File: config.mk
export PLATFORM = sky130hd
export DESIGN_NAME = commit_unit
export DESIGN_NICKNAME = d
export VERILOG_FILES = /design/src/hw/fetch_pkg.sv /design/src/hw/commit_unit.sv
export SDC_FILE = /design/constraint.sdc
export NUM_CORES = 1
export LEC_CHECK = 0
export BUFFER_PORTS_ARGS = -buffer_cell sky130_fd_sc_hd__buf_2
export CORE_MARGIN = 3
export CORE_UTILIZATION = 45
export CTS_CLUSTER_SIZE = 14
export DETAILED_ROUTE_END_ITERATION = 8
export GPL_ROUTABILITY_DRIVEN = 1
export PLACE_DENSITY = 0.74
export SYNTH_ARGS = -nofsm -noshare
export SYNTH_HDL_FRONTEND = slang
export SYNTH_SLANG_ARGS = --single-unit
File: constraint.sdc
create_clock -name clk -period 7.45 [get_ports clk]
set_input_delay 0.745 -clock clk [delete_from_list [all_inputs] [get_ports clk]]
set_output_delay 0.745 -clock clk [all_outputs]
set_load 0.01 [all_outputs]
File: src/hw/fetch_pkg.sv
// shared types and constants for the fetch front end
// instructions are 32-bit words at 4-byte aligned addresses, PCs are 64-bit
`default_nettype none

package fetch_pkg;

  ////////////////////////////////////////
  // word types
  ////////////////////////////////////////

  // byte address or PC
  typedef logic [63:0] addr_t;

  // one instruction word
  typedef logic [31:0] inst_t;

  // major opcode field, inst[6:0]
  typedef logic [6:0] opcode_t;

  ////////////////////////////////////////
  // constants
  ////////////////////////////////////////

  // first fetch address after reset
  localparam addr_t PC_START = 64'h0;

  // bytes per instruction, the sequential PC step
  localparam addr_t INST_BYTES = 64'd4;

  // JAL, the only opcode the commit stage decodes
  localparam opcode_t OPC_JAL = 7'b1101111;

  // fetch output when no word is being handed over
  localparam inst_t INST_NOP = 32'h0000_0000;

endpackage

`default_nettype wire
File: src/hw/commit_unit.sv
// decodes JAL only, every other word retires as a plain instruction
// EXEC_CYCLES must be at least 1
`timescale 1ns/100ps
`default_nettype none

module commit_unit #(
  parameter int EXEC_CYCLES = 2
) (
  input  wire logic             clk,
  input  wire logic             rst,

  // from fetch
  input  wire logic             i_fetched,
  input  wire fetch_pkg::addr_t i_pc,
  input  wire fetch_pkg::inst_t i_inst,

  // back to fetch
  output logic                  o_jmp,
  output fetch_pkg::addr_t      o_jmp_addr,
  output logic                  o_wb_done,

  // retire trace
  output logic                  o_retire,
  output fetch_pkg::addr_t      o_retire_pc,
  output fetch_pkg::inst_t      o_retire_inst
);

  import fetch_pkg::*;

  localparam int CNT_W = (EXEC_CYCLES > 1) ? $clog2(EXEC_CYCLES) : 1;

  typedef enum logic {
    ST_IDLE,
    ST_EXEC
  } state_t;

  state_t           state;
  logic [CNT_W-1:0] exec_cnt;
  logic             is_jal;
  addr_t            jal_imm;

  assign is_jal  = (i_inst[6:0] == OPC_JAL);
  // J-type immediate, imm[20|10:1|11|19:12]
  assign jal_imm = {{43{i_inst[31]}}, i_inst[31], i_inst[19:12], i_inst[20],
                    i_inst[30:21], 1'b0};

  ////////////////////////////////////////
  // retire and jump report
  ////////////////////////////////////////

  always_ff @(posedge clk) begin
    if (rst) begin
      o_retire <= 1'b0;
      o_jmp    <= 1'b0;
    end else begin
      o_retire <= i_fetched;
      o_jmp    <= i_fetched & is_jal;
    end
  end

  always_ff @(posedge clk) begin
    if (i_fetched) begin
      o_retire_pc   <= i_pc;
      o_retire_inst <= i_inst;
      o_jmp_addr    <= i_pc + jal_imm;
    end
  end

  ////////////////////////////////////////
  // execute delay
  ////////////////////////////////////////

  // counting starts with the retire cycle, so wb_done lands EXEC_CYCLES later
  always_ff @(posedge clk) begin
    if (rst) begin
      state     <= ST_IDLE;
      exec_cnt  <= '0;
      o_wb_done <= 1'b0;
    end else begin
      o_wb_done <= 1'b0;
      case (state)
        ST_IDLE: begin
          if (i_fetched) begin
            state    <= ST_EXEC;
            exec_cnt <= CNT_W'(EXEC_CYCLES - 1);
          end
        end
        ST_EXEC: begin
          if (exec_cnt == '0) begin
            state     <= ST_IDLE;
            o_wb_done <= 1'b1;
          end else begin
            exec_cnt <= exec_cnt - 1'b1;
          end
        end
        default: state <= ST_IDLE;
      endcase
    end
  end

endmodule

`default_nettype wire

[Word-level counts from Yosys, hierarchy flattened]
Index checks and enable logic that the tools add are counted.
Storage, ports and cells
  bits in registers: 165
  bits of input ports: 99
  output and inout port bits: 163
  word-level logic and storage cells: 22
Operators by class
  $add $sub $neg: 2
  eq/ne operators: 2
  muxes and demuxes: 7
  bitwise logic cells: 2
  reductions and logical operators: 1
Operators with widths (number)
  $add 64x64->64: 1
  $eq 7x7->1 const B: 1
  $mux 1: 5
  $pmux 1 s2: 2
  $ne 2x2->1 const B: 1
  $reduce_or 2->1: 1
  $and 1x1->1: 1
  $not 1->1: 1
  $sub 1x1->1 const B: 1

[Depth between registers and ports, before layout]
Gate-level depths: netlist of run 1.
  depth after elaboration: 3
  mapped depth: 11
  gate-level depth less buffers: 11

[Worst setup path after synthesis of run 1]
No wires, ideal clock.
  path type: input-to-reg
  start point: input i_pc[1]
  end point: register o_jmp_addr[63], data pin
  setup time: 262 ps
  data arrival time: 3088 ps
  data required time: 7188 ps
  slack: 4100 ps
  stages on the path: 10
  path buffers: 0
  cells stage by stage: ha_1 fa_1 a211oi_1 o211ai_1 nand4_1 nand3_1 o221ai_1 or3b_1 a2111oi_4 xnor2_1
Between the ends
  word-level cells in the longest chain between the ends: 1
Ends and longest elaborated chain
  from (decl): line commit_unit.sv:14  | input wire fetch_pkg::addr_t i_pc,
  $add 64x64->64: line commit_unit.sv:65  | o_jmp_addr <= i_pc + jal_imm;
  to (signal assigned): line commit_unit.sv:65
  to (decl): line commit_unit.sv:19  | output fetch_pkg::addr_t o_jmp_addr,
Every way passes these cells.
A chain may end at the register's enable or synchronous reset.

[Worst setup path in the final report of run 1]
  start point: input i_pc[1]
  end point: register o_jmp_addr[59], data pin
Same word-level chain as after synthesis.

==> run_results.csv, run 1 <==
group,metric,value,unit
place,port-buffer-count,261,
setup_path,r2r_cells,2,
grt,met2_usage,33.3,%
setup_path,required,7620,ps
yosys,yosys_warnings,0,
pwr,switchingPower,0.000760,W
route,drt_pass1_iterations,5,
worst_hold_path,min_from,"exec_cnt",
yosys,yosysSeqAreaShare,56.9,%
route,vias_per_cell,5.50,
worst_hold_path,holdCritPathClass,"reg -> reg",
sta,max_freq,285,MHz
floorplan,fp.dieH,144,µm
floorplan,die_w,144,µm
yosys,synth_cells,687,
clocking,cts_tree,"yes",
grt,grt_max_degree,86,
pwr,p_comb_share,22.1,%
sta,relSlewSlack,31.3,%
yosys,ys_dominant_reg_cell,"edfxtp_1",
route,drt-total-wl,21600,µm
yosys,synth_top_cell_area_share,55.7,%
outcome,status,"completed",
worst_hold_path,hold_depth,1,
yosys,syn_avg_cell_area,12.5,µm²
cells_and_area,syn2layout_area_growth,24.4,%
setup_path,end_kind,"flip-flop",
clocking,cts_setup_buffers,0,
clocking,cts-root-buf,"clkbuf_16",
grt,grt-ovfl-total,0,
setup_path,critPathMaxFanout,4,
grt,grt_pass1_vias,6297,
floorplan,core_area,18300,µm²
pwr,p_sw_share,29.1,%
yosys,yosysTopAreaCell,"edfxtp_1",
yosys,ys_ff_latch,164,
sta,finalSetupViolCount,0,
pwr,seq_power_share,44.7,%
yosys,synth_edf_count,159,
route,detail_route.wl_per_cell,18.2,µm
setup_path,rr_endpoint,"state",
cells_and_area,num-nets-final,1108,
cells_and_area,drive_above_1_share,33.4,%
worst_hold_path,worstHoldEndpoint,"o_wb_done",
cells_and_area,diodes,0,
yosys,postSynth.asyncResetShare,0,%
pwr,intPower,0.00185,W
clocking,clk_path_buf_depth,2,
sta,hold_violations,0,
route,drc,0,
pwr,power_frac_clock,33.3,%
sta,final-max-slew-violation-count,0,
place,place_area,10100,µm²
yosys,synth_area,8570,µm²
yosys,syn_nets,849,
clocking,cts_made_buffers,17,
setup_path,r2r_start,"state",
route,drtIter0Drc,390,
job,max_cap_viol_count,0,
route,ant_nets,0,
sta,skew,8.93,ps
setup_path,arrival,3670,ps
route,vias,6534,
grt,busiest_layer,"met2",
sta,period_share,47.0,%
yosys,synthTopCellsByArea,"edfxtp_1 56%, ha_1 9.0%, a21oi_1 4.6%",
clocking,postCtsHoldBufs,0,
floorplan,pin_count,262,
grt,grtUsageMet1,26.8,%
floorplan,dieArea,20700,µm²
place,place.gp.congestion,0.896,
sta,min_period,3500,ps
grt,antenna_found_initial,1,
yosys,synth.distinct_cells,66,
setup_path,startpoint_type,"input pin",
pwr,ir_drop,163,µV
cells_and_area,stdcell_area,10700,µm²
pwr,p_leak,4.46,nW
grt,grt.total_usage,20.3,%
setup_path,criticalPathCategory,"in -> reg",
clocking,clkSinkCount,164,
clocking,clk_latency,420,ps
place,hpwl,16200,µm
clocking,clk_pin_slew,70,ps
sta,rsz0062_at_grt,"false",
floorplan,num_rows,49,
grt,grt_pass1_wl,32900,µm
pwr,powerDensity,244,nW/µm²
sta,max_slew.worst_pin.slew,1030,ps
grt,met3_usage,4.79,%
clocking,cts_resized,0,
setup_path,reg2reg_slack,6720,ps
clocking,h-tree-depth,4,
floorplan,initial_core_util,46.8,%
sta,fin_tns_setup,0,ps
## stage by stage
stage	hold WS [ps]	power (W)	utilization, %	instances	setup slack (ps)
after CTS	459	0.00263	58.2	1188	3940
after floorplan	417	0.00153	-	687	4100
final	453	0.00261	58.2	1188	3950
after global placement	430	0.00175	55.0	1156	3620
after global routing	472	0.00272	58.2	1188	3720
after detailed placement	447	0.00176	55.0	1156	3490
## routing by layer
metal	wire length (µm)	share of wire (%)
met1	9280	43
met3	1330	6.1
met4	436	2.0
met2	10500	49
met5	7	0.032
## logic make-up after synthesis
kind of cell | after synthesis | synth area share (%)
AOI/OAI and AO/OA | 216 | 17.4
xor gates and xnor gates | 62 | 6.33
adders and majority gates | 63 | 9.28
buffers and inverters | 46 | 2.16
DFF | 164 | 56.9
muxes | 1 | 0.117
and+or+nand+nor | 135 | 7.82
## cell usage after synthesis (8+ instances only)
| cell type | n |
|---|---|
| edfxtp_1 | 159 |
| nand2_1 | 51 |
| nand4_1 | 22 |
| o21ai_0 | 20 |
| xnor2_1 | 38 |
| nand3_1 | 9 |
| o21a_1 | 9 |
| o21ai_1 | 10 |
| o21bai_1 | 19 |
| a21o_1 | 21 |
| xor2_1 | 24 |
| and3_1 | 8 |
| clkbuf_1 | 15 |
| a21oi_1 | 79 |
| ha_1 | 62 |
| inv_1 | 22 |
| nor2_1 | 17 |
## registers in the layout (all words and copies together) (netlist names)
name and cells:
o_wb_done 1, o_retire_pc 63, o_retire_inst 32, exec_cnt 1, state 1, o_jmp_addr 64, o_jmp 1, o_retire 1
## layout make-up
| cell class | count | area [µm²] |
|---|---|---|
| fillers | 1552 | 7660 |
| flip-flops and latches | 164 | 4870 |
| multi-input cells | 477 | 3510 |
| repair buffers | 263 | 1330 |
| clock buffers | 19 | 443 |
| well taps | 229 | 287 |
| clock inverters | 13 | 136 |
| inverters | 23 | 86.3 |
## power by group through the flow
stage	combinational, W	sequential [W]	clock (W)
2_1_floorplan	0.000281	0.00124	0
3_3_place_gp	0.000566	0.00118	0
3_5_place_dp	0.000571	0.00118	0
4_1_cts	0.000577	0.00117	0.000884
5_1_grt	0.000629	0.00118	0.000921
6_report	0.000575	0.00116	0.000867
## worst max-delay path, cell delays in order
cell      delay, ps
buf_2           110
ha_1            240
fa_1            450
a211oi_1        330
o211ai_1        210
nand4_1         180
nand3_1         170
o221ai_1        210
or3b_1          490
a21oi_2         260
o21ai_1         110
xor2_1          150
## how the worst max path moves through the flow
stage	cells after the start	endpoint	from	slack, ps
global route	12	o_jmp_addr[59]	i_inst[31]	3720
floorplan	10	o_jmp_addr[63]	i_pc[1]	4100
detailed placement	12	o_jmp_addr[59]	i_pc[1]	3490
finish	12	o_jmp_addr[59]	i_pc[1]	3950
global placement	12	o_jmp_addr[61]	i_inst[31]	3620
CTS	12	o_jmp_addr[59]	i_pc[1]	3940
## layout by cell type, fill, tap and decap left out, drive strengths merged, types with 4 or more instances in the layout
| cell type | Yosys | routed |
|---|---|---|
| dfxtp | 5 | 5 |
| buf | 7 | 263 |
| o211ai | 6 | 6 |
| edfxtp | 159 | 159 |
| o21ai | 32 | 32 |
| inv | 23 | 29 |
| o21a | 9 | 9 |
| ha | 62 | 62 |
| nor2 | 18 | 18 |
| clkbuf | 16 | 19 |
| nor4 | 6 | 6 |
| nand4 | 23 | 23 |
| a21o | 21 | 21 |
| a21oi | 84 | 84 |
| xnor2 | 38 | 38 |
| a31oi | 8 | 8 |
| o21bai | 19 | 19 |
| nand3 | 9 | 9 |
| nor3 | 5 | 5 |
| and3 | 8 | 8 |
| nand2 | 51 | 51 |
| xor2 | 24 | 24 |
| a211oi | 4 | 4 |
(Power assumes the default switching activity.)
==> inputs of run 2 (changes only) <==
ABC_AREA = 1   (was not set)
PLACE_DENSITY = 0.75   (was 0.74)
clock period = 3.2 ns   (was 7.45 ns; I/O delays follow)
==> run_results.csv, run 2 <==
group,metric,value,unit
setup_path,rr_endpoint,"state",
clocking,cts_setup_buffers,0,
yosys,synthTopCellsByCount,"585 x nand2_1, 304 x inv_1, 159 x edfxtp_1",
setup_path,reg2reg_slack,2500,ps
yosys,ys_ff_latch,164,
yosys,synth_area,10800,µm²
sta,rsz0062_at_grt,"false",
route,wl_met3,2390,µm
setup_path,criticalPathCategory,"in -> reg",
sta,max_slew.worst_pin.slew,606,ps
setup_path,crit_family,"buffers and inverters",
clocking,cts-root-buf,"clkbuf_16",
pwr,p_leak,7.10,nW
grt,grt_max_degree,66,
grt,grt_pass1_wl,48400,µm
floorplan,initial_core_util,46.7,%
sta,period_share,71.1,%
floorplan,die_w,161,µm
cells_and_area,final_common_cell,"nand2_1",
sta,finalSetupViolCount,0,
setup_path,critPathMaxFanout,24,
route,drc,0,
grt,grt-ovfl-total,0,
setup_path,end_kind,"flip-flop",
cells_and_area,final_cell_mix,"585 x nand2_1, 304 x inv_1, 260 x buf_2, 159 x edfxtp_1, 103 x nor2_1",
cells_and_area,num-nets-final,1878,
clocking,h-tree-depth,4,
worst_hold_path,worstHoldEndpoint,"o_retire_inst[8]",
route,wl_met2,13900,µm
yosys,synthTopCellsByArea,"edfxtp_1 44%, nand2_1 20%, inv_1 11%",
worst_hold_path,min_from,"i_inst[8]",
setup_path,r2r_cells,3,
pwr,finalPower,0.00638,W
cells_and_area,drive_above_1_share,20.3,%
floorplan,core_area,23100,µm²
sta,fin_tns_setup,0,ps
sta,max_freq,440,MHz
place,hpwl,25100,µm
yosys,postSynth.asyncResetShare,0,%
route,vias_per_cell,4.81,
sta,setup_ws,925,ps
route,drt-total-wl,30800,µm
cells_and_area,syn2layout_area_growth,22.0,%
job,max_cap_viol_count,0,
outcome,status,"completed",
route,highest_layer,"met4",
setup_path,required,3390,ps
worst_hold_path,holdCritPathClass,"in -> reg",
pwr,ir_drop,338,µV
place,place.gp.congestion,0.927,
clocking,cts_tree,"yes",
setup_path,r2r_start,"state",
yosys,yosys_warnings,0,
yosys,synth.distinct_cells,26,
yosys,synth_edf_count,159,
sta,final-max-slew-violation-count,0,
grt,grt_pass1_vias,9214,
clocking,cts_resized,0,
setup_path,worstPathBufferInverterCount,3,
route,drt-met1-wl,13900,µm
cells_and_area,diodes,0,
route,ant_nets,0,
clocking,cts_made_buffers,17,
yosys,syn_avg_cell_area,7.51,µm²
grt,grt.total_usage,23.8,%
route,drt_pass1_iterations,5,
clocking,clk_latency,430,ps
sta,min_period,2270,ps
sta,hold_violations,0,
setup_path,slowest_delay,420,ps
place,port-buffer-count,261,
floorplan,pin_count,262,
yosys,yosysMostFrequentCell,"nand2_1",
sta,skew,0.264,ps
floorplan,dieArea,25800,µm²
clocking,clkSinkCount,164,
floorplan,fp.dieH,161,µm
clocking,clk_path_buf_depth,2,
place,pre_cts_ws,535,ps
pwr,powerDensity,486,nW/µm²
yosys,synth_top_cell_area_share,44.4,%
sta,holdWs,58.0,ps
route,drtIter0Drc,860,
yosys,yosysSeqAreaShare,45.3,%
route,vias,9820,
clocking,postCtsHoldBufs,0,
cells_and_area,largest_register,"o_jmp_addr",
setup_path,slowest_stage,"buf_2",
cells_and_area,largestRegisters,"o_jmp_addr: 64 flops, o_retire_pc: 63 flops, o_retire_inst: 32 flops",
clocking,clk_pin_slew,70,ps
yosys,ys_dominant_reg_cell,"edfxtp_1",
sta,relSlewSlack,59.6,%
cells_and_area,largest_reg_flops,64,
setup_path,startpoint_type,"input pin",
setup_path,path_common_cell,"nand2_1",
route,detail_route.wl_per_cell,15.1,µm
setup_path,arrival,2470,ps
grt,antenna_found_initial,0,
floorplan,num_rows,55,
yosys,syn_nets,1594,
yosys,synth_cells,1432,
setup_path,path_cells,"buf_2 -> buf_12 -> ha_1 -> nand2_1 -> inv_1 -> a21oi_1 -> nor2_1 -> nor2_1 -> nand2_1 -> a21oi_1 -> nand2_1 -> nand2_1 -> nand2_1",
worst_hold_path,hold_depth,1,
yosys,yosysTopAreaCell,"edfxtp_1",
==> run 2: changes by cell type in the layout (fill, tap and decap cells not counted), sizes merged, moves of 9 or more <==
cell	delta
o21a	-9
o21bai	-13
nand2	+551
nor2	+105
xnor2	-37
o21ai	-30
inv	+283
nor3	+11
a21oi	-46
nand4	-9
nand3	+50
a21o	-21
==> run 2: layer usage <==
metal	vias up	GRT usage (%)
met4	0	6.59
met2	353	38.4
met1	4429	33.6
li1	5001	-
met3	37	3.64
met5	-	0
==> run 2: kinds of logic (layout without fill, tap and decap cells) <==
| group | count (synthesis) | after routing | synth area share [%] |
|---|---|---|---|
| XOR/XNOR | 32 | 32 | 2.61 |
| AND/OR/NAND/NOR | 817 | 817 | 31.5 |
| AO/OA/AOI/OAI | 47 | 47 | 2.35 |
| flip-flops | 164 | 164 | 45.3 |
| buffers and inverters | 309 | 606 | 10.8 |
| adder cells (fa/ha/maj) | 63 | 63 | 7.40 |
==> run 2: per-stage QoR <==
step	instances	area (µm²)	util, %
floorplan	1432	10800	-
global placement	2010	12500	54.3
detailed placement	2010	12500	54.3
CTS	2042	13100	56.9
global route	2042	13100	56.9
finish	2042	13100	56.9
==> run 2: final cells by class <==
type                       count  area, µm²
sequential                   164       4870
clock buffer                  21        504
inverter                     308       1160
timing repair buffer         266       1380
multi-input combinational    959       4720
clock inverter                11        101
tap                          313        392
fill                        2163       9930
==> run 2: worst max path at each step <==
stage	from	to	slack, ps	cells after the start
after floorplan	i_pc[1]	o_jmp_addr[61]	1210	14
after global placement	i_inst[31]	o_jmp_addr[59]	520	13
after detailed placement	i_inst[31]	o_jmp_addr[59]	530	13
after CTS	i_inst[31]	o_jmp_addr[59]	990	13
after global routing	i_inst[31]	o_jmp_addr[63]	720	13
final	i_inst[31]	o_jmp_addr[59]	930	13
==> run 2: report_power, final <==
group / total, W / switching [W] / internal (W) / leakage [nW]
combinational: 0.00157 / 0.00104 / 0.000534 / 5.22
sequential: 0.00270 / 0.0000588 / 0.00264 / 1.60
clock: 0.00211 / 0.000947 / 0.00116 / 0.290
total: 0.00638 / 0.00204 / 0.00433 / 7.10
