`src/hw/fetch_pkg.sv`:
```
// shared types and constants for the fetch front end
// instructions are 32-bit words at 4-byte aligned addresses, PCs are 64-bit
`default_nettype none

package fetch_pkg;

  ////////////////////////////////////////
  // word types
  ////////////////////////////////////////

  // byte address or PC
  typedef logic [63:0] addr_t;

  // one instruction word
  typedef logic [31:0] inst_t;

  // major opcode field, inst[6:0]
  typedef logic [6:0] opcode_t;

  ////////////////////////////////////////
  // constants
  ////////////////////////////////////////

  // first fetch address after reset
  localparam addr_t PC_START = 64'h0;

  // bytes per instruction, the sequential PC step
  localparam addr_t INST_BYTES = 64'd4;

  // JAL, the only opcode the commit stage decodes
  localparam opcode_t OPC_JAL = 7'b1101111;

  // fetch output when no word is being handed over
  localparam inst_t INST_NOP = 32'h0000_0000;

endpackage

`default_nettype wire
```
`src/hw/fetch_unit.sv`:
```
// predicts PC+4; a mispredicted jump costs one discarded fetch before the target
// assumes no new jump arrives while the bus request is high
`timescale 1ns/100ps
`default_nettype none

module fetch_unit (
  input  wire logic             clk,
  input  wire logic             rst,

  // fetch bus
  input  wire logic             i_bus_ack,
  input  wire fetch_pkg::inst_t i_bus_rdata,
  output logic                  o_bus_req,
  output fetch_pkg::addr_t      o_bus_addr,

  // commit side
  input  wire logic             i_wb_done,
  input  wire logic             i_jmp,
  input  wire fetch_pkg::addr_t i_jmp_addr,
  output fetch_pkg::addr_t      o_pc,
  output fetch_pkg::inst_t      o_inst,
  output logic                  o_fetched
);

  import fetch_pkg::*;

  logic  handshake;
  logic  mispredict;
  // word in flight is stale, fetch saved_target instead
  logic  refetch;
  addr_t saved_target;
  addr_t pc_pred;

  assign handshake  = o_bus_req & i_bus_ack;
  assign mispredict = i_jmp & (i_jmp_addr != pc_pred);

  ////////////////////////////////////////
  // bus request
  ////////////////////////////////////////

  // high out of reset so the first word is fetched without a write-back
  always_ff @(posedge clk) begin
    if (rst) begin
      o_bus_req <= 1'b1;
    end else if (handshake) begin
      // keep requesting when the returned word is to be dropped
      if (!refetch) begin
        o_bus_req <= 1'b0;
      end
    end else if (i_wb_done) begin
      o_bus_req <= 1'b1;
    end
  end

  ////////////////////////////////////////
  // PC sequencing
  ////////////////////////////////////////

  always_ff @(posedge clk) begin
    if (rst) begin
      refetch    <= 1'b0;
      o_bus_addr <= PC_START;
      pc_pred    <= PC_START;
      o_fetched  <= 1'b0;
      o_inst     <= INST_NOP;
    end else begin
      o_fetched <= 1'b0;
      o_inst    <= INST_NOP;
      if (mispredict) begin
        refetch <= 1'b1;
      end else if (handshake) begin
        if (refetch) begin
          // discard this word and go to the jump target
          refetch    <= 1'b0;
          o_bus_addr <= saved_target;
          pc_pred    <= saved_target + INST_BYTES;
        end else begin
          o_bus_addr <= o_bus_addr + INST_BYTES;
          pc_pred    <= o_bus_addr + INST_BYTES;
          o_fetched  <= 1'b1;
          o_inst     <= i_bus_rdata;
        end
      end
    end
  end

  // payload, only meaningful next to its strobe
  always_ff @(posedge clk) begin
    if (mispredict) begin
      saved_target <= i_jmp_addr;
    end
    if (handshake && !refetch) begin
      o_pc <= o_bus_addr;
    end
  end

endmodule

`default_nettype wire

```
`config.mk`:
```
export PLATFORM = sky130hd
export DESIGN_NAME = fetch_unit
export DESIGN_NICKNAME = d
export VERILOG_FILES = /design/src/hw/fetch_pkg.sv /design/src/hw/fetch_unit.sv
export SDC_FILE = /design/constraint.sdc
export NUM_CORES = 1
export LEC_CHECK = 0
export BUFFER_PORTS_ARGS = -buffer_cell sky130_fd_sc_hd__buf_2
export CORE_AREA = 5 5 159 161
export DETAILED_ROUTE_END_ITERATION = 10
export DIE_AREA = 0 0 164 166
export PLACE_DENSITY_LB_ADDON = 0.2
export SLEW_MARGIN = 20
export SYNTH_ARGS = -nofsm -noshare
export SYNTH_HDL_FRONTEND = slang
export SYNTH_SLANG_ARGS = --single-unit
```
`constraint.sdc`:
```
create_clock -name clk -period 7.7 [get_ports clk]
set_input_delay 0.385 -clock clk [delete_from_list [all_inputs] [get_ports clk]]
set_output_delay 0.385 -clock clk [all_outputs]
set_load 0.03 [all_outputs]
```
=== After elaboration in Yosys (flattened, before gate mapping) ===
Cells that the tools add are included.

* Bits of input ports: 101
* Bits in registers: 291
* Output and inout port bits: 162
* Logic and storage cells: 32

* Reductions and logical operators: 8
* Bitwise gates (word level): 4
* Multiplexer cells: 8
* $add $sub $neg: 2
* Eq/ne operators: 2

{| class="wikitable"
|+ Operator list
! cell !! count
|-
| adder 64 x 3 -> 64 bit (second input constant) || 2
|-
| two-way mux 64 bit || 2
|-
| inequality test 64 bit || 1
|-
| two-way mux 1 bit || 6
|-
| AND reduction 2 bit || 2
|-
| nonzero test 2 bit || 2
|-
| OR reduction 4 bit || 1
|-
| OR reduction 3 bit || 1
|-
| bitwise AND 1 bit || 2
|-
| inequality test 2 bit (second input constant) || 1
|-
| inverter 1 bit || 2
|-
| logical AND 1 bit || 1
|-
| logical NOT 1 bit || 1
|}

=== Logic depth before layout (Yosys ltp) ===
Gate-level depths: netlist of the first run.

* Word-level depth: 4
* Mapped depth: 9
* Depth with buffers taken out: 8

=== Least setup slack after synthesis of the first run ===
OpenSTA, ideal clock, no wires.

* Kind: register to register
* From: register o_bus_req
* To: register o_bus_req
* Buffers on the path: 1
* Stages on the path, launching flop included: 5
* Required time: 7.428 ns
* Arrival time: 3.867 ns
* Library setup time: 0.272 ns
* Setup slack: 3.560 ns
* Cell sequence: dfxtp_1 nand2_1 clkbuf_1 nor2_1 o21ai_0

* Word-level cells in the longest chain between the ends: 3

{| class="wikitable"
|+ Ends and longest elaborated chain
! what !! line !! RTL
|-
| start: declaration || fetch_unit.sv:13 || <nowiki>output logic o_bus_req,</nowiki>
|-
| start signal: assignment || fetch_unit.sv:44 || <nowiki>o_bus_req <= 1'b1;</nowiki>
|-
| start signal: assignment || fetch_unit.sv:48 || <nowiki>o_bus_req <= 1'b0;</nowiki>
|-
| start signal: assignment || fetch_unit.sv:51 || <nowiki>o_bus_req <= 1'b1;</nowiki>
|-
| bitwise AND 1 bit * || fetch_unit.sv:34 || <nowiki>assign handshake = o_bus_req & i_bus_ack;</nowiki>
|-
| inequality test 2 bit (no source line) or nonzero test 2 bit (tied branches) || - ||
|-
| AND reduction 2 bit (no source line) || - ||
|}

Every way passes the cells marked *; elsewhere a longest branch is shown, timed or not.
A chain may end at the register's enable or synchronous reset.

=== Worst setup path after layout of the first run ===
* From: register pc_pred[21]
* To: register o_bus_addr[56]

* Word-level cells in the longest chain between the ends: 4

{| class="wikitable"
|+ Ends and longest elaborated chain
! what !! line !! RTL
|-
| start: declaration || fetch_unit.sv:32 || <nowiki>addr_t pc_pred;</nowiki>
|-
| start signal: assignment || fetch_unit.sv:76 || <nowiki>pc_pred <= saved_target + INST_BYTES;</nowiki>
|-
| start signal: assignment || fetch_unit.sv:79 || <nowiki>pc_pred <= o_bus_addr + INST_BYTES;</nowiki>
|-
| inequality test 64 bit || fetch_unit.sv:35 || <nowiki>assign mispredict = i_jmp & (i_jmp_addr != pc_pred);</nowiki>
|-
| bitwise AND 1 bit || fetch_unit.sv:35 ||
|-
| inverter 1 bit (no source line) || - ||
|-
| AND reduction 2 bit (no source line) || - ||
|-
| end signal: assignment || fetch_unit.sv:75 || <nowiki>o_bus_addr <= saved_target;</nowiki>
|-
| end signal: assignment || fetch_unit.sv:78 || <nowiki>o_bus_addr <= o_bus_addr + INST_BYTES;</nowiki>
|-
| end: declaration || fetch_unit.sv:14 || <nowiki>output fetch_pkg::addr_t o_bus_addr,</nowiki>
|}

Every way passes these cells.

==> metrics.md, run 1 <==
| Metric | Value |
|---|---|
| CTS tree | yes |
| Setup CP Type | reg -> reg |
| Max Buffers Root-to-Sink | 3 |
| DRT Pass-1 Iters | 5 |
| Clk pin slew, worst setup/hold paths | 0.07 ns |
| Dpl hpwl | 35100 um |
| Slew margin rel. | 0.285 |
| Mean Syn Cell Area | 9.88 sq um |
| Die height | 166 um |
| CTS resizes | 0 |
| Port Buffers | 262 |
| Initial antenna violation count | 0 |
| Clk_lat worst skew | 0.56 ns |
| Crit path DAT | 4.42 ns |
| Htree depth | 1 |
| Total track usage | 0.350 |
| Hold crit path type | in -> reg |
| Top FF cell, synth | dfxtp_1 |
| Antenna-violating nets left | 0 |
| Maxcap violations | 0 |
| GRT Residual Overflow | 0 |
| Die area | 27200 sq um |
| Slew Viols, Final | 0 |
| Root buf cell | clkbuf_16 |
| Final Instance Area | 16900 sq um |
| # IOs | 263 |
| Drt via density | 6.47 |
| Setup TNS | 0 ns |
| Post-DP Area | 15800 sq um |
| Syn Nets | 1547 |
| Clock Skew | 0.0238 ns |
| Register area share after synthesis | 0.498 |
| PwrDens | 225 nW/um^2 |
| Setup Buffers After CTS | 0 |
| Hold_buf cts | 0 |
| Setup repair after global routing missed its margin | false |
| Final wirelength | 49300 um |
| Warnings from Yosys | 0 |
| Critical Path RT | 8.20 ns |
| Sink Count | 291 |
| Unique masters post-synth | 67 |
| Final nets | 1764 |
| RD Place Congestion | 0.949 |
| Row count | 57 |
| Die Width | 164 um |
| CP max FO | 47 |
| Largest net degree at the start of global routing | 75 |
| Inserted Diodes | 0 |
| Fin crit period | 3.92 ns |
| TritonCTS buffer count | 30 |
| Residual DRC | 0 |
| Floorplan core area | 23800 sq um |
| Vias in the first global route | 12094 |
| Setup Viol. Count Final | 0 |
| Critical path capture point type | register |
| Crit path launch type | register |
| Least-Margin Pin Slew | 1.07 ns |
| VDD IR-drop max | 0.205 mV |
| Final period utilization | 0.509 |
| Starting DRT DRC Count | 1957 |
| Setup ws final | 3.78 ns |
| Ys async rst share | 0 |
| Status | finished, final reports clean |
| WL per Instance | 24.5 um |
| Post-synth EDFFs | 128 |
| P&R area growth vs syn | 18.3% |
| Vias | 13008 |
| Leak pwr | 6.38 nW |
| Synthesized instance count | 1444 |
| Global-route wire length before repair | 73700 um |
| Register bit total from synthesis | 291 |
| Post-synthesis cell area | 14300 sq um |
| Worst slack, placed | 3.86 ns |
| FMAX | 0.255 GHz |
| Proportion of layout cells with a drive suffix above 1 | 0.223 |
| Final Hold Fails | 0 |
| Initial core utilization | 0.599 |
==> synth_stat cells, drive strengths merged (34+ instances only) <==
cell,count,area [sq um]
nor3,50,255
dfxtp,163,3260
nand4,69,447
inv,34,128
clkbuf,80,300
nand2,134,503
nor2,75,282
edfxtp,128,3840
xnor2,132,1160
nand3,54,270
and3,52,325
a21oi,90,450
xor2,38,333
==> metal layers <==
layer,track usage,vias to the layer above,part of all wire
met2,0.514,933,0.43
met5,0,-,0
met3,0.0946,127,0.14
met4,0.126,0,0.044
li1,-,5826,-
met1,0.498,6122,0.39
==> worst max-delay path, cell delays in order, from the launching register on <==
cell and delay (ns):
dfxtp_1 0.33, xnor2_1 0.35, nand4_1 0.16, nor4_1 0.55
and4_1 0.29, buf_4 0.33, o21ai_4 0.06, buf_4 0.30
nor2_2 0.87, buf_4 0.38, a32o_1 0.19
==> final cells by class <==
| type | instances | area, sq um |
|---|---|---|
| clock buffer | 39 | 846 |
| clock inverter | 17 | 241 |
| fill | 1893 | 6940 |
| inverter | 35 | 131 |
| multi-input combinational | 1020 | 6670 |
| sequential | 291 | 7110 |
| tap | 324 | 405 |
| timing repair buffer | 283 | 1470 |
==> worst paths after layout <==
path | cells past startpoint | slack (ns) | from | endpoint
worst max-delay path | 10 | 3.78 | pc_pred[21]$_SDFFE_PP0P_ | o_bus_addr[56]$_SDFFE_PP0P_
worst min-delay path | 1 | 0.02 | i_jmp_addr[2] | saved_target[2]$_DFFE_PP_
worst max register to register | 10 | 3.78 | pc_pred[21]$_SDFFE_PP0P_ | o_bus_addr[56]$_SDFFE_PP0P_
worst min register to register | 2 | 0.47 | pc_pred[24]$_SDFFE_PP0P_ | pc_pred[24]$_SDFFE_PP0P_
==> cells in the final DEF (no fill, tap or decap), types with 9 or more instances in the layout <==
master,instances
buf_2,262
a21oi_1,89
dfxtp_1,162
o2111ai_1,16
o22ai_1,13
inv_1,32
o221a_2,17
nor3_1,49
nand2_1,134
edfxtp_1,128
clkbuf_16,31
a211o_1,16
o21ai_0,30
xnor2_1,132
buf_4,21
and4_1,19
and2_1,10
o21a_1,16
mux2i_1,23
a22o_1,11
xor2_1,38
nand4_1,68
nor4_1,25
a211oi_1,9
and3_1,52
nand3_1,54
o211ai_1,20
nor2_1,73
==> sequential cells by signal, summed over array words and instances (netlist names) <==
signal / cells
saved_target: 64
o_pc: 64
o_inst: 32
o_bus_req: 1
o_bus_addr: 64
pc_pred: 64
refetch: 1
o_fetched: 1
==> report_power, final <==
part           leakage [nW]  internal (mW)  switching, mW  total, mW
combinational          3.25          0.138          0.286      0.424
clock                 0.533          0.972          0.609       1.58
sequential             2.59           1.70         0.0992       1.80
==> metrics by stage <==
step | instances | utilization | total power, mW | hold slack [ns]
floorplan | 1444 | - | 2.06 | 0.444
global placement | 1953 | 0.663 | 2.23 | 0.453
detailed placement | 1953 | 0.663 | 2.24 | 0.464
CTS | 2009 | 0.709 | 3.80 | 0.0109
global route | 2009 | 0.709 | 3.92 | 0.00831
finish | 2009 | 0.709 | 3.80 | 0.0236
==> logic make-up after synthesis <==
kind of cell,share of synthesized area
xor+xnor,0.104
fa+ha+maj,0.00175
buf+inv,0.0360
mux,0.0161
compound gates,0.148
simple gates,0.195
flops,0.498
(Power assumes the default switching activity.)
==> inputs of run 2 (changes only) <==
--- a/config.mk
+++ b/config.mk
@@ -6,9 +6,9 @@
 export NUM_CORES = 1
 export LEC_CHECK = 0
 export BUFFER_PORTS_ARGS = -buffer_cell sky130_fd_sc_hd__buf_2
-export CORE_AREA = 5 5 159 161
+export CORE_AREA = 5 5 166 168
 export DETAILED_ROUTE_END_ITERATION = 10
-export DIE_AREA = 0 0 164 166
+export DIE_AREA = 0 0 171 173
 export PLACE_DENSITY_LB_ADDON = 0.2
 export SLEW_MARGIN = 20
 export SYNTH_ARGS = -nofsm -noshare
==> constraint.sdc (replaced) <==
create_clock -name clk -period 4 [get_ports clk]
set_input_delay 0.2 -clock clk [delete_from_list [all_inputs] [get_ports clk]]
set_output_delay 0.2 -clock clk [all_outputs]
set_load 0.03 [all_outputs]
==> run 2 against run 1 <==
Non-clock buffer count grew 113. Count of clock-buffer cells in the layout grew 5. Global-route usage shrank 0.83 points.
==> metrics.md, run 2 (synthesized netlist as in run 1, its figures left out) <==
| Metric | Value |
|---|---|
| Status | finished, final reports clean |
| Max Buffers Root-to-Sink | 3 (unchanged) |
| Fin crit period | 3.32 ns (-0.602 ns) |
| CTS tree | yes |
| WL per Instance | 24.8 um (+1.2%) |
| Final period utilization | 0.829 (+0.320) |
| Floorplan core area | 25800 sq um (+8.2%) |
| Die Width | 171 um (+4.3%) |
| Setup ws final | 0.684 ns (-3.10 ns) |
| Met1 global-route usage | 0.493 (-0.00526) |
| Maxcap violations | 0 (unchanged) |
| P&R area growth vs syn | 25.9% |
| CP max FO | 68 (+45%) |
| DRT Pass-1 Iters | 6 (+1) |
| Die area | 29600 sq um (+8.7%) |
| Clk pin slew, worst setup/hold paths | 0.06 ns (about the same) |
| Crit path DAT | 3.80 ns (-0.62 ns) |
| Most used routing layer | met2 |
| WHS | 0.00464 ns (-0.0189 ns) |
| Final nets | 1878 (+6.5%) |
| Setup Viol. Count Final | 0 (unchanged) |
| Clk_lat worst skew | 0.57 ns (about the same) |
| Largest net degree at the start of global routing | 93 (+24%) |
| Buf+Inv Stages, Crit Path | 2 (-1) |
| PwrDens | 407 nW/um^2 (+81%) |
| CP max-delay cell | nor4_1 |
| TritonCTS buffer count | 31 (+3.3%) |
| Htree depth | 1 (unchanged) |
| Worst slack, placed | 0.860 ns (-3.00 ns) |
| Port Buffers | 262 (unchanged) |
| Leak pwr | 6.84 nW (+7.3%) |
| Final Hold Fails | 0 (unchanged) |
| FMAX | 0.302 GHz (+18%) |
| Critical path capture point type | register |
| Total track usage | 0.341 (-0.00831) |
| Clock Skew | 0.0162 ns (-0.00760 ns) |
| Crit path launch type | register |
| Final wirelength | 53000 um (+7.5%) |
| GRT Residual Overflow | 0 (unchanged) |
| Global-route wire length before repair | 78200 um (+6.1%) |
| Critical Path Max Stage Delay | 0.46 ns (-0.41 ns) |
| Row count | 59 (+3.5%) |
| Vias in the first global route | 12566 (+3.9%) |
| Critical Path RT | 4.49 ns (-3.71 ns) |
| Slew Viols, Final | 0 (unchanged) |
| Proportion of layout cells with a drive suffix above 1 | 0.220 (-0.00358) |
| Starting DRT DRC Count | 1980 (+1.2%) |
| Met3 Resource Use GR | 0.0826 (-0.0119) |
| RD Place Congestion | 0.991 (+4.4%) |
| Sink Count | 291 (unchanged) |
| Hold crit path type | in -> reg |
| Commonest non-fill, non-tap cell in the layout | buf_2 |
| R2R depth | 9 (-1) |
| Crit. path cell count | 9 (-1) |
| CP top delay family | compound AO/OA/AOI/OAI gates |
| Initial core utilization | 0.554 (-0.0452) |
| Setup repair after global routing missed its margin | false |
| Root buf cell | clkbuf_16 |
| Met2 Usage GRT | 0.518 (+0.00345) |
| CP cell instances | xnor2_1 -> nand4_1 -> nor4_1 -> nand4_1 -> buf_4 -> a21oi_4 -> buf_12 -> o311ai_0 -> a21oi_1 |
| Setup TNS | 0 ns (unchanged) |
| Most frequent CP cell | nand4_1 |
| Antenna-violating nets left | 0 (unchanged) |
| Hold path cells | 2 (+1) |
| Most frequent cells in the layout | buf_2 (262), dfxtp_1 (162), nand2_1 (134), xnor2_1 (132), edfxtp_1 (128) |
| Slew margin rel. | 0.253 (-0.0325) |
| # fillers | 1955 (+3.3%) |
| Dpl hpwl | 36800 um (+4.8%) |
| Least-Margin Pin Slew | 1.09 ns (+0.0216 ns) |
| Vias | 13452 (+3.4%) |
| Residual DRC | 0 (unchanged) |
| Setup CP Type | reg -> reg |
| Drt via density | 6.30 (-2.6%) |
| VDD IR-drop max | 0.431 mV (+110%) |
| # IOs | 263 (unchanged) |
| Die height | 173 um (+4.2%) |
| Inserted Diodes | 0 (unchanged) |
| Initial antenna violation count | 0 (unchanged) |
## run 2: through the flow
| step | cells | util | area, sq um | total power [mW] |
|---|---|---|---|---|
| after detailed placement | 1981 | 0.619 | 15900 | 4.33 |
| final | 2134 | 0.697 | 18000 | 7.31 |
| after global placement | 1981 | 0.619 | 15900 | 4.32 |
| after CTS | 2134 | 0.697 | 18000 | 7.30 |
| after floorplan | 1444 | - | 14300 | 3.97 |
| after global routing | 2134 | 0.697 | 18000 | 7.51 |
## run 2: path summary, 6_finish.rpt
| check | from | end | slack (ns) |
|---|---|---|---|
| worst max-delay path | pc_pred[55]$_SDFFE_PP0P_ | pc_pred[17]$_SDFFE_PP0P_ | 0.68 |
| worst min-delay path | i_bus_rdata[5] | o_inst[5]$_SDFF_PP0_ | 0.005 |
| worst max register to register | pc_pred[55]$_SDFFE_PP0P_ | pc_pred[17]$_SDFFE_PP0P_ | 0.68 |
| worst min register to register | pc_pred[19]$_SDFFE_PP0P_ | pc_pred[19]$_SDFFE_PP0P_ | 0.47 |
## run 2: per-layer routing
metal,part of all wire,up-vias
met5,0.0016,-
met3,0.14,106
li1,-,6040
met1,0.40,6296
met4,0.025,2
met2,0.44,1008
## run 2: timing repair
item                      CTS  global route
hold endpoints to repair   96             0
hold buffers               96             0
resized for setup           0             0
buffers inserted            0             0
## run 2: report_power, final
group	internal (mW)	switching, mW	total, mW
clock	1.72	1.20	2.93
sequential	3.27	0.186	3.45
combinational	0.335	0.596	0.931
total	5.33	1.99	7.31
## run 2: area by class of cell
| class | instances | area (sq um) | area share |
|---|---|---|---|
| inverter | 35 | 131 | 0.00732 |
| tap | 335 | 419 | 0.0233 |
| multi-input combinational | 1020 | 6680 | 0.372 |
| clock buffer | 44 | 918 | 0.0512 |
| clock inverter | 13 | 125 | 0.00697 |
| timing repair buffer | 396 | 2570 | 0.143 |
| sequential | 291 | 7110 | 0.396 |
## run 2: worst reg2reg max path, stage by stage (launching register included)
cell and delay, ns:
dfxtp_1 0.32, xnor2_1 0.34, nand4_1 0.23, nor4_1 0.46, nand4_1 0.16, buf_4 0.24, a21oi_4 0.46, buf_12 0.36
o311ai_0 0.45, a21oi_1 0.23
